==> src/include/sircHandler_consts.svh <==
/*
 * Shared constants for the host-session controller
 *  - host bus address widths
 *  - session lengths and calibration wait
 *  - operating mode codes
 */
`ifndef SIRC_HANDLER_CONSTS_SVH
`define SIRC_HANDLER_CONSTS_SVH

////////////////////////////////////////
// Host bus widths
`define SIRC_REG_ADDR_W 8      // Parameter register file
`define SIRC_IN_ADDR_W 17      // Input memory, byte addressed
`define SIRC_OUT_ADDR_W 13     // Output memory, byte addressed

////////////////////////////////////////
// Session lengths
`define SIRC_PDL_BYTES 16      // Delay-line configuration bytes
`define SIRC_RESULT_LEN 16     // Result buffer bytes
`define SIRC_CALIB_WAIT 10     // Trigger to writeback in calibration

// Mode word codes, anything else is normal test
`define SIRC_MODE_CALIB 0
`define SIRC_MODE_TEMP 1

`endif

==> src/design/sircBusPkg.sv <==
/*
 * Host bus port types
 *  - parameter register request and response
 *  - input memory read request and response
 *  - output memory write request
 */
`include "sircHandler_consts.svh"

package sircBusPkg;

	////////////////////////////////////////
	// Parameter register file, read only

	typedef struct packed {
		logic cmdReq;                             // Held until cmdAck
		logic [`SIRC_REG_ADDR_W-1:0] address;
	} regReq_t;

	typedef struct packed {
		logic cmdAck;
		logic readDataValid;                      // Read returns some cycles later
		logic [31:0] readData;
	} regResp_t;

	////////////////////////////////////////
	// Input and output memories, one byte per access

	typedef struct packed {
		logic readReq;
		logic [`SIRC_IN_ADDR_W-1:0] address;
	} inMemReq_t;

	typedef struct packed {
		logic readAck;
		logic readDataValid;
		logic [7:0] data;
	} inMemResp_t;

	typedef struct packed {
		logic writeReq;                           // Accepted together with outMemWriteAck
		logic [`SIRC_OUT_ADDR_W-1:0] address;
		logic [7:0] data;
	} outMemReq_t;

endpackage

==> src/design/pufPkg.sv <==
/*
 * PUF side types
 *  - operating mode and session state enums
 *  - evaluation request and response structs
 */
`include "sircHandler_consts.svh"

package pufPkg;

	typedef enum logic [1:0] {
		ModeCalib = 2'(`SIRC_MODE_CALIB),   // Raw response after fixed wait
		ModeTemp  = 2'(`SIRC_MODE_TEMP),    // Temperature read through the buffer
		ModeTest  = 2'd2                    // Normal test
	} pufMode_t;

	// Session sequence, one pass per run flag
	typedef enum logic [2:0] {
		StIdle,
		StFetch,      // Parameter words
		StLoad,       // Delay-line configuration
		StCompute,    // PUF evaluation
		StWrite,      // Output memory writeback
		StClear       // Run flag clear
	} sessionState_t;

	typedef struct packed {
		logic trigger;                             // One cycle, calibration only
		logic testStart;                           // Level, held until testDone
		pufMode_t mode;
		logic [31:0] challenge;
		logic [8*`SIRC_PDL_BYTES-1:0] pdlConfig;
	} pufReq_t;

	typedef struct packed {
		logic testDone;
		logic [15:0] rawResponse;
		logic bufWe;                               // Result buffer write port
		logic [$clog2(`SIRC_RESULT_LEN)-1:0] bufAddr;
		logic [7:0] bufData;
	} pufResp_t;

endpackage

==> src/design/paramFetch.sv <==
/*
 * paramFetch
 *  Reads mode word and challenge from register addresses 0 and 1,
 *  decodes the mode word
 */
`timescale 1ns/1ps
`include "sircHandler_consts.svh"

module paramFetch (
	input  logic clk,
	input  logic reset,
	input  logic start,
	output sircBusPkg::regReq_t regReq,
	input  sircBusPkg::regResp_t regResp,
	output pufPkg::pufMode_t mode,
	output logic [31:0] challenge,
	output logic done
);

	logic busy;               // Waiting for read data
	logic gotFirst;           // First word already shifted in
	logic [31:0] modeWord;

	// Request side and completion
	always_ff @(posedge clk) begin
		if (reset) begin
			regReq <= '0;
			busy <= 1'b0;
			gotFirst <= 1'b0;
			done <= 1'b0;
		end else begin
			done <= 1'b0;
			if (start) begin
				regReq.cmdReq <= 1'b1;
				regReq.address <= '0;
				busy <= 1'b1;
				gotFirst <= 1'b0;
			end else if (regReq.cmdReq && regResp.cmdAck) begin
				if (regReq.address == `SIRC_REG_ADDR_W'(1))
					regReq.cmdReq <= 1'b0;                      // Both reads issued
				else
					regReq.address <= regReq.address + 1'b1;
			end
			if (busy && regResp.readDataValid) begin
				gotFirst <= 1'b1;
				if (gotFirst) begin
					busy <= 1'b0;
					done <= 1'b1;
				end
			end
		end
	end

	// Two-word shift, first word ends up as mode word
	always_ff @(posedge clk) begin
		if (busy && regResp.readDataValid) begin
			modeWord <= challenge;
			challenge <= regResp.readData;
		end
	end

	always_comb begin
		if (modeWord == 32'(`SIRC_MODE_CALIB))
			mode = pufPkg::ModeCalib;
		else if (modeWord == 32'(`SIRC_MODE_TEMP))
			mode = pufPkg::ModeTemp;
		else
			mode = pufPkg::ModeTest;                          // Any other word
	end

	// Only two parameters exist on the register file
	assert property (@(posedge clk) disable iff (reset)
		regReq.cmdReq |-> regReq.address <= `SIRC_REG_ADDR_W'(1));

endmodule

==> src/design/challengeLoader.sv <==
/*
 * challengeLoader
 *  Reads the delay-line configuration bytes from input memory,
 *  one read outstanding at a time, into the 128-bit pdlConfig
 */
`timescale 1ns/1ps
`include "sircHandler_consts.svh"

module challengeLoader (
	input  logic clk,
	input  logic reset,
	input  logic start,
	output sircBusPkg::inMemReq_t inReq,
	input  sircBusPkg::inMemResp_t inResp,
	output logic [8*`SIRC_PDL_BYTES-1:0] pdlConfig,
	output logic done
);

	localparam int laneW = $clog2(`SIRC_PDL_BYTES);
	localparam int lastAddr = `SIRC_PDL_BYTES - 1;

	logic busy;
	logic [laneW-1:0] lane;

	// Address of the read in flight selects the byte lane
	assign lane = inReq.address[laneW-1:0];

	always_ff @(posedge clk) begin
		if (reset) begin
			inReq <= '0;
			busy <= 1'b0;
			done <= 1'b0;
		end else begin
			done <= 1'b0;
			if (start) begin
				inReq.readReq <= 1'b1;
				inReq.address <= '0;
				busy <= 1'b1;
			end else if (inReq.readReq && inResp.readAck) begin
				inReq.readReq <= 1'b0;                      // Accepted, wait for data
			end

			if (busy && inResp.readDataValid) begin
				if (inReq.address == `SIRC_IN_ADDR_W'(lastAddr)) begin
					busy <= 1'b0;
					done <= 1'b1;
				end else begin
					// Next byte
					inReq.readReq <= 1'b1;
					inReq.address <= inReq.address + 1'b1;
				end
			end
		end
	end

	// Byte i lands at bits 8*i+7 .. 8*i
	always_ff @(posedge clk) begin
		if (busy && inResp.readDataValid)
			pdlConfig[8*lane +: 8] <= inResp.data;
	end

endmodule

==> src/design/resultBuffer.sv <==
/*
 * resultBuffer
 *  Result byte RAM, written by the PUF,
 *  registered read for writeback
 */
`timescale 1ns/1ps
`include "sircHandler_consts.svh"

module resultBuffer (
	input  logic clk,
	input  pufPkg::pufResp_t pufResp,
	input  logic [$clog2(`SIRC_RESULT_LEN)-1:0] readAddr,
	output logic [7:0] readData
);

	logic [7:0] mem [`SIRC_RESULT_LEN];

	always_ff @(posedge clk) begin
		if (pufResp.bufWe)
			mem[pufResp.bufAddr] <= pufResp.bufData;     // PUF write port
		readData <= mem[readAddr];                      // One cycle read latency
	end

endmodule

==> src/design/outputWriter.sv <==
/*
 * outputWriter
 *  Streams result bytes to output memory from address 0
 *  - calibration: raw response, upper byte first
 *  - temperature and test: result buffer, prefetched one cycle ahead
 */
`timescale 1ns/1ps
`include "sircHandler_consts.svh"

module outputWriter (
	input  logic clk,
	input  logic reset,
	input  logic start,
	input  pufPkg::pufMode_t mode,
	input  logic [15:0] rawResponse,
	output logic [$clog2(`SIRC_RESULT_LEN)-1:0] bufAddr,
	input  logic [7:0] bufData,
	output sircBusPkg::outMemReq_t outReq,
	input  logic writeAck,
	output logic done
);

	typedef enum logic [1:0] {
		WrIdle,
		WrPrefetch,   // RAM registers byte 0
		WrLoad,       // Byte ready, raise request
		WrWait        // Request held until writeAck
	} wrState_t;

	wrState_t state;
	logic [`SIRC_OUT_ADDR_W-1:0] lastAddr;
	logic [7:0] nextByte;

	always_comb begin
		if (mode == pufPkg::ModeCalib) begin
			lastAddr = `SIRC_OUT_ADDR_W'(1);                          // Two raw bytes
			nextByte = outReq.address[0] ? rawResponse[7:0] : rawResponse[15:8];
		end else begin
			lastAddr = `SIRC_OUT_ADDR_W'(`SIRC_RESULT_LEN - 1);
			nextByte = bufData;
		end
	end

	always_ff @(posedge clk) begin
		if (reset) begin
			state <= WrIdle;
			outReq <= '0;
			bufAddr <= '0;
			done <= 1'b0;
		end else begin
			done <= 1'b0;
			case (state)
				WrIdle: if (start) begin
					bufAddr <= '0;
					outReq.address <= '0;
					state <= WrPrefetch;
				end
				WrPrefetch: state <= WrLoad;
				WrLoad: begin
					outReq.writeReq <= 1'b1;
					outReq.data <= nextByte;
					bufAddr <= bufAddr + 1'b1;       // Prefetch following byte
					state <= WrWait;
				end
				WrWait: if (writeAck) begin
					outReq.writeReq <= 1'b0;
					if (outReq.address == lastAddr) begin
						done <= 1'b1;
						state <= WrIdle;
					end else begin
						outReq.address <= outReq.address + 1'b1;
						state <= WrLoad;
					end
				end
				default: state <= WrIdle;
			endcase
		end
	end

	// Request holds address and data until accepted
	assert property (@(posedge clk) disable iff (reset)
		outReq.writeReq && !writeAck |=>
			outReq.writeReq && $stable(outReq.address) && $stable(outReq.data));

endmodule

==> src/design/sessionControl.sv <==
/*
 * sessionControl
 *  Session FSM: fetch, load, compute, write, clear
 *  Calibration wait counter and PUF start/done sequencing
 */
`timescale 1ns/1ps
`include "sircHandler_consts.svh"

module sessionControl (
	input  logic clk,
	input  logic reset,
	input  logic runValue,
	output logic runClear,
	output logic fetchStart,
	input  logic fetchDone,
	output logic loadStart,
	input  logic loadDone,
	output logic writeStart,
	input  logic writeDone,
	input  pufPkg::pufMode_t mode,
	input  logic [31:0] challenge,
	input  logic [8*`SIRC_PDL_BYTES-1:0] pdlConfig,
	output pufPkg::pufReq_t pufReq,
	input  logic testDone
);

	localparam int waitW = $clog2(`SIRC_CALIB_WAIT + 1);

	pufPkg::sessionState_t state;
	logic trigger;
	logic testStart;
	logic [waitW-1:0] waitCnt;   // Cycles since trigger

	always_ff @(posedge clk) begin
		if (reset) begin
			state <= pufPkg::StIdle;
			fetchStart <= 1'b0;
			loadStart <= 1'b0;
			writeStart <= 1'b0;
			runClear <= 1'b0;
			trigger <= 1'b0;
			testStart <= 1'b0;
			waitCnt <= '0;
		end else begin
			// Pulses by default
			fetchStart <= 1'b0;
			loadStart <= 1'b0;
			writeStart <= 1'b0;
			trigger <= 1'b0;
			case (state)
				pufPkg::StIdle: if (runValue && !runClear) begin
					fetchStart <= 1'b1;
					state <= pufPkg::StFetch;
				end
				pufPkg::StFetch: if (fetchDone) begin
					loadStart <= 1'b1;
					state <= pufPkg::StLoad;
				end
				pufPkg::StLoad: if (loadDone) begin
					waitCnt <= '0;
					state <= pufPkg::StCompute;
					if (mode == pufPkg::ModeCalib)
						trigger <= 1'b1;
					else
						testStart <= 1'b1;
				end
				pufPkg::StCompute: begin
					if (mode == pufPkg::ModeCalib) begin
						// Trigger was high when waitCnt was 0
						waitCnt <= waitCnt + 1'b1;
						if (waitCnt == waitW'(`SIRC_CALIB_WAIT - 1)) begin
							writeStart <= 1'b1;
							state <= pufPkg::StWrite;
						end
					end else if (testDone) begin
						testStart <= 1'b0;
						writeStart <= 1'b1;
						state <= pufPkg::StWrite;
					end
				end
				pufPkg::StWrite: if (writeDone) begin
					runClear <= 1'b1;            // One cycle clear of run flag
					state <= pufPkg::StClear;
				end
				pufPkg::StClear: begin
					runClear <= 1'b0;
					state <= pufPkg::StIdle;
				end
				default: state <= pufPkg::StIdle;
			endcase
		end
	end

	always_comb begin
		pufReq.trigger = trigger;
		pufReq.testStart = testStart;
		pufReq.mode = mode;
		pufReq.challenge = challenge;
		pufReq.pdlConfig = pdlConfig;
	end

	// Decoded mode from paramFetch never starts a test in calibration
	assert property (@(posedge clk) disable iff (reset)
		pufReq.testStart |-> pufReq.mode != pufPkg::ModeCalib);

endmodule

==> src/design/sircHandler.sv <==
/*
 * sircHandler
 *  Top level of the host-session controller,
 *  parameter fetch, configuration load, session FSM,
 *  result buffer and output writer
 */
`timescale 1ns/1ps
`include "sircHandler_consts.svh"

module sircHandler (
	input  logic clk,
	input  logic reset,
	input  logic runValue,
	output logic runClear,
	output sircBusPkg::regReq_t regReq,
	input  sircBusPkg::regResp_t regResp,
	output sircBusPkg::inMemReq_t inMemReq,
	input  sircBusPkg::inMemResp_t inMemResp,
	output sircBusPkg::outMemReq_t outMemReq,
	input  logic outMemWriteAck,
	output pufPkg::pufReq_t pufReq,
	input  pufPkg::pufResp_t pufResp
);

	logic fetchStart, fetchDone;
	logic loadStart, loadDone;
	logic writeStart, writeDone;
	pufPkg::pufMode_t mode;
	logic [31:0] challenge;
	logic [8*`SIRC_PDL_BYTES-1:0] pdlConfig;
	logic [$clog2(`SIRC_RESULT_LEN)-1:0] bufAddr;
	logic [7:0] bufData;

	////////////////////////////////////////
	// Session sequencing

	sessionControl u_ctrl (.clk, .reset, .runValue, .runClear,
		.fetchStart, .fetchDone, .loadStart, .loadDone, .writeStart, .writeDone,
		.mode, .challenge, .pdlConfig, .pufReq, .testDone(pufResp.testDone));

	////////////////////////////////////////
	// Host bus sides

	paramFetch u_fetch (.clk, .reset, .start(fetchStart), .regReq, .regResp,
		.mode, .challenge, .done(fetchDone));

	challengeLoader u_load (.clk, .reset, .start(loadStart), .inReq(inMemReq),
		.inResp(inMemResp), .pdlConfig, .done(loadDone));

	resultBuffer u_buf (.clk, .pufResp, .readAddr(bufAddr), .readData(bufData));

	outputWriter u_write (.clk, .reset, .start(writeStart), .mode,
		.rawResponse(pufResp.rawResponse), .bufAddr, .bufData,
		.outReq(outMemReq), .writeAck(outMemWriteAck), .done(writeDone));

endmodule

==> config.mk <==
export PLATFORM = sky130hd
export DESIGN_NAME = sircHandler
export DESIGN_NICKNAME = d
export VERILOG_FILES = /design/src/design/sircBusPkg.sv /design/src/design/pufPkg.sv /design/src/design/paramFetch.sv /design/src/design/challengeLoader.sv /design/src/design/resultBuffer.sv /design/src/design/outputWriter.sv /design/src/design/sessionControl.sv /design/src/design/sircHandler.sv
export VERILOG_INCLUDE_DIRS = /design/src /design/src/include
export SDC_FILE = /design/constraint.sdc
export NUM_CORES = 1
export LEC_CHECK = 0
export ABC_AREA = 0
export BUFFER_PORTS_ARGS = -buffer_cell sky130_fd_sc_hd__clkbuf_2
export CAP_MARGIN = 10
export CORE_AREA = 2 2 225 183
export CTS_BUF_LIST = sky130_fd_sc_hd__clkbuf_4 sky130_fd_sc_hd__clkbuf_8 sky130_fd_sc_hd__clkbuf_16
export DETAILED_ROUTE_END_ITERATION = 8
export DIE_AREA = 0 0 227 185
export PLACE_DENSITY = 0.56
export SYNTH_ARGS = -nofsm -noshare
export SYNTH_HDL_FRONTEND = slang
export SYNTH_SLANG_ARGS = --single-unit
==> constraint.sdc <==
create_clock -name clk -period 4.67 [get_ports clk]
set_input_delay 0.467 -clock clk [delete_from_list [all_inputs] [get_ports clk]]
set_output_delay 0.467 -clock clk [all_outputs]
set_load 0.005 [all_outputs]
; Word-level counts from Yosys, hierarchy flattened
; Memories as Yosys holds them, arrays and structs flattened. A register that Yosys moved wholly into a read port is not among the register bits.
; Cells that the tools add are included.
[word_totals]
regBits = 266
ramBits = 128
out_inout_bits = 214
word_cells = 170
n_memories = 1
[op_classes]
add_sub_neg = 6
n_eq_ne = 26
n_shift = 2
n_mux = 63
bitwise = 10
n_reduce_logical = 36
[mem_list]
columns = memory, depth, word_bits, rd, rd_ports_with_merged_regs, write_ports, line_no
row1 = u_buf.mem, 16, 8, 1, 1, 1, resultBuffer.sv:16  ; logic [7:0] mem [`SIRC_RESULT_LEN];
[op_table]
columns = operator, count
row1 = $bwmux W128, 1
row2 = $shift A8 B34 Y128 const A, 1
row3 = $shiftx A8 B34 Y128, 1
row4 = $mux W18, 2
row5 = $neg A7 Y34, 1
row6 = $eq A32 B1 Y1 const B, 1
row7 = $logic_not A32 Y1, 1
row8 = $mux W1, 27
row9 = $mux W13, 2
row10 = $pmux W13 S2, 1
row11 = $mux W8, 3
row12 = $mux W3, 7
row13 = $mux W9, 2
row14 = $add A17 B1 Y17 const B, 1
row15 = $eq A17 B4 Y1 const B, 1
row16 = $mux W17, 1
row17 = $mux W4, 4
row18 = $pmux W4 S2, 2
row19 = $reduce_bool A2 Y1, 8
row20 = $pmux W3 S5, 1
row21 = $mux W14, 1
row22 = $add A13 B1 Y13 const B, 1
row23 = $eq A13 B4 Y1, 1
row24 = $ne A2 B2 Y1 const B, 6
row25 = other kinds (27), 66

; Longest topological paths before layout
[depth]
ltp_word = 9
mapped_depth = 8

; Hierarchy
; Synthesis repeated with hierarchy kept, for this count alone.
[hier_totals]
cells_unflattened = 1277
hier_area_um2 = 17317.9
[by_module_without_submodules]
columns = mod, n_inst, cells_per_inst, area_per_inst_um2, seq_area_each_um2
row1 = challengeLoader, 1, 481, 6159.7, 4244.1
row2 = resultBuffer, 1, 229, 5147.4, 4003.8
row3 = paramFetch, 1, 140, 2556.2, 2162.1
row4 = sessionControl, 1, 233, 1860.5, 260.2
row5 = outputWriter, 1, 194, 1594.0, 580.6

; Least setup slack after synthesis
; No wires, ideal clock.
[synth_timing]
kind = reg2reg
startpoint = register u_load.inReq[0] (netlist name)
endpoint = register u_load.pdlConfig[112] (enable)
t_arrival_ps = 2322
setup_slack_ps = 1964
path_stages_with_launch = 8
n_path_buf = 3
path_cell_list = dfxtp_1 buf_2 nor3_1 ha_1 clkbuf_1 nand2b_1 clkbuf_1 nor3_1
[synth_lines]
columns = element, line_no
row1 = "end signal, assigned by index", challengeLoader.sv:59  ; pdlConfig[8*lane +: 8] <= inResp.data;
row2 = "end, declared", challengeLoader.sv:15  ; output logic [8*`SIRC_PDL_BYTES-1:0] pdlConfig,

==> flow_summary_export.csv <==
group,metric,value,unit
clock_network,post_cts_buffers,0,
floorplan,ioPinCount,292,
timing,slew_viol_final,0,
clock_network,hold_buffers,0,
detailed_routing,vias,9798,
status,status,"finished, final reports clean",
pwr,ir_drop,0.000233,V
synth,async_flop_share,0,%
worst_setup_path,end_kind,"flop",
clock_network,postCtsResizedCells,0,
worst_setup_path,worst-path-max-fanout,26,
floorplan,coreArea,40000,µm²
clock_network,clk_path_buf_depth,3,
synth,ys.flop_type,"edfxtp_1",
clock_network,clock_sinks,402,
clock_network,numCtsBuffers,42,
worst_setup_path,start_kind,"flop",
detailed_routing,detail-route-antenna-nets,0,
grt,grt.total_usage,18.3,%
job,drv_cap,0,
grt,grt_pass1_wl,57700,µm
timing,setup_viol,0,
cells_and_area,layout_common_cells,"320 x edfxtp_1, 291 x clkbuf_2, 138 x nor2_1",
timing,min_period,3.32,ns
timing,tns,0,ns
floorplan,start_util,39.3,%
timing,clock_skew,0.0314,ns
floorplan,dieArea,42000,µm²
placement,routabilityCongestion,0.803,
placement,port_buffers,291,
floorplan,rows,66,
synth,synth_seq_cells,402,
detailed_routing,viasPerCell,5.05,
timing,tightest_slew,1.17,ns
grt,grt_overflow,0,
clock_network,clk_pin_slew,0.07,ns
floorplan,die_width,227,µm
synth,synth_edf_count,320,
cells_and_area,drive_gt1_share,31.6,%
timing,hold_viol,0,
timing,max_freq,301,MHz
worst_setup_path,reg2reg_depth,6,
grt,grt_pass1_vias,9561,
synth,yosysWarnings,0,
pwr,power_density,376,nW/µm²
synth,syn_area_per_cell,14.7,µm²
synth,yosysUniqueCellTypes,66,
synth,synth_top_cells_by_area,"edfxtp_1 61%, dfxtp_1 10%, mux4_2 5.7%, nor2_1 3.3%, and2_1 2.3%",
worst_setup_path,crit_required,4.84,ns
timing,rsz0062_at_grt,"no",
synth,netlist.area_leader.share,61.1,%
detailed_routing,dr.first_iter.drc_count,766,
cells_and_area,antennaDiodeCount,0,
synth,synth.net_count,1156,
detailed_routing,drc,0,
synth,synth_top_cell_by_area,"edfxtp_1",
detailed_routing,drtPass1Iterations,5,
synth,synthesis.area,15700,µm²
synth,synth_seq_area_share,71.6,%
clock_network,cts_tree,"yes",
clock_network,clkLatencyLatePin,0.56,ns
clock_network,cts_root_buf,"clkbuf_16",
grt,antenna_found_initial,0,
timing,relSlewSlack,21.3,%
cells_and_area,area_delta_synth_final,20.8,%
timing,min_period_over_period,71.1,%
grt,grt_max_degree,65,
worst_setup_path,critical_path_class,"reg2reg",
clock_network,htree_levels,2,
placement,dp_hpwl,27400,µm
worst_setup_path,worst-endpoint-arrival,3.49,ns
pwr,p_leak,6.76,nW
cells_and_area,utilization,47.5,%
cells_and_area,layout_commonest_cell,"edfxtp_1",
hold_path,hold_path_depth,1,
hold_path,hold_path.class,"in2reg",
cells_and_area,fill_cells,3585,
detailed_routing,drt-total-wl,38500,µm
synth,synthCells,1066,
detailed_routing,wl_per_cell,19.8,µm
cells_and_area,nets,1453,
floorplan,die_height,185,µm
[registers in the layout (all words and copies together), names as in the netlist, 2 cells and up]
register,cells
u_buf.mem,128
u_load.pdlConfig,128
u_fetch.challenge,32
u_fetch.modeWord,32
u_write.outReq,22
u_load.inReq,18
u_fetch.regReq,9
u_buf.readData,8
u_ctrl.waitCnt,4
u_write.bufAddr,4
u_ctrl.state,3
u_write.state,2
[final cells by class]
class	instances	area (µm²)	share of cell area (%)
sequential	402	11300	59.3
multi-input combinational	599	4200	22.1
timing repair buffer	300	1520	8.03
clock buffer	53	1130	5.97
tap	544	681	3.58
clock inverter	24	133	0.699
inverter	18	67.6	0.356
[logic make-up after synthesis]
logic type | count (synthesis) | share of synthesized area (%)
xor+xnor | 13 | 0.724
mux | 65 | 7.40
flops | 402 | 71.6
buf+inv | 65 | 1.79
fa+ha+maj | 12 | 0.955
simple gates | 418 | 13.8
compound gates | 91 | 3.78
[worst max-delay path, cell delays in order, from the launching register on]
cell and delay (ns):
dfxtp_1 0.61, inv_1 0.15, ha_1 0.24, nand2b_1 0.15, o21ai_0 0.13, nand2_1 0.56, nor3_1 1.08
[Yosys cell counts (all sizes together) (3+ instances only)]
master,instances
nor2,139
xor2,4
ha,12
mux2i,15
a31oi,7
a21oi,24
edfxtp,320
nor3,42
or3,7
nand3b,5
inv,17
nor4,16
buf,16
nor2b,4
mux4,40
or4,4
and2,57
o22ai,9
and4,4
clkbuf,31
a22oi,5
nand4,13
nand2,71
a41oi,4
nand2b,9
and3,10
nor4b,3
a211oi,5
mux2,10
o31ai,6
dfxtp,82
xnor2,9
a311oi,5
o21ai,16
nand3,25
[report_power, final]
group / internal (mW) / switching, mW / total, mW
Combinational: 0.0537 / 0.0953 / 0.149
Clock: 1.73 / 1.36 / 3.09
Sequential: 3.89 / 0.0179 / 3.91
[path summary, 6_finish.rpt]
check,start,endpoint,slack (ns)
min,regResp[2],u_fetch.challenge[2],0.1
max reg2reg,u_load.inReq[0],u_load.pdlConfig[52],1.35
min reg2reg,u_fetch.challenge[6],u_fetch.modeWord[6],0.45
max,u_load.inReq[0],u_load.pdlConfig[52],1.35
[per-layer routing]
metal  GRT usage [%]  part of all wire, %  wire (µm)
met5               0                    0          0
met4            5.44                  2.4        937
met3            4.20                  6.2       2400
met2            27.4                   45      17200
met1            26.6                   47      18000
[through the flow]
step	power [mW]	setup WS, ns	area, µm²	hold slack (ns)	instances
final	7.14	1.35	19000	0.0973	1940
after global routing	7.38	0.948	19000	0.0717	1940
after detailed placement	4.13	1.34	17700	0.435	1863
after floorplan	4.03	1.96	15700	0.423	1066
after CTS	7.21	1.29	19000	0.0652	1940
after global placement	4.13	1.46	17700	0.429	1863
Power figures use the tool's default switching activity.
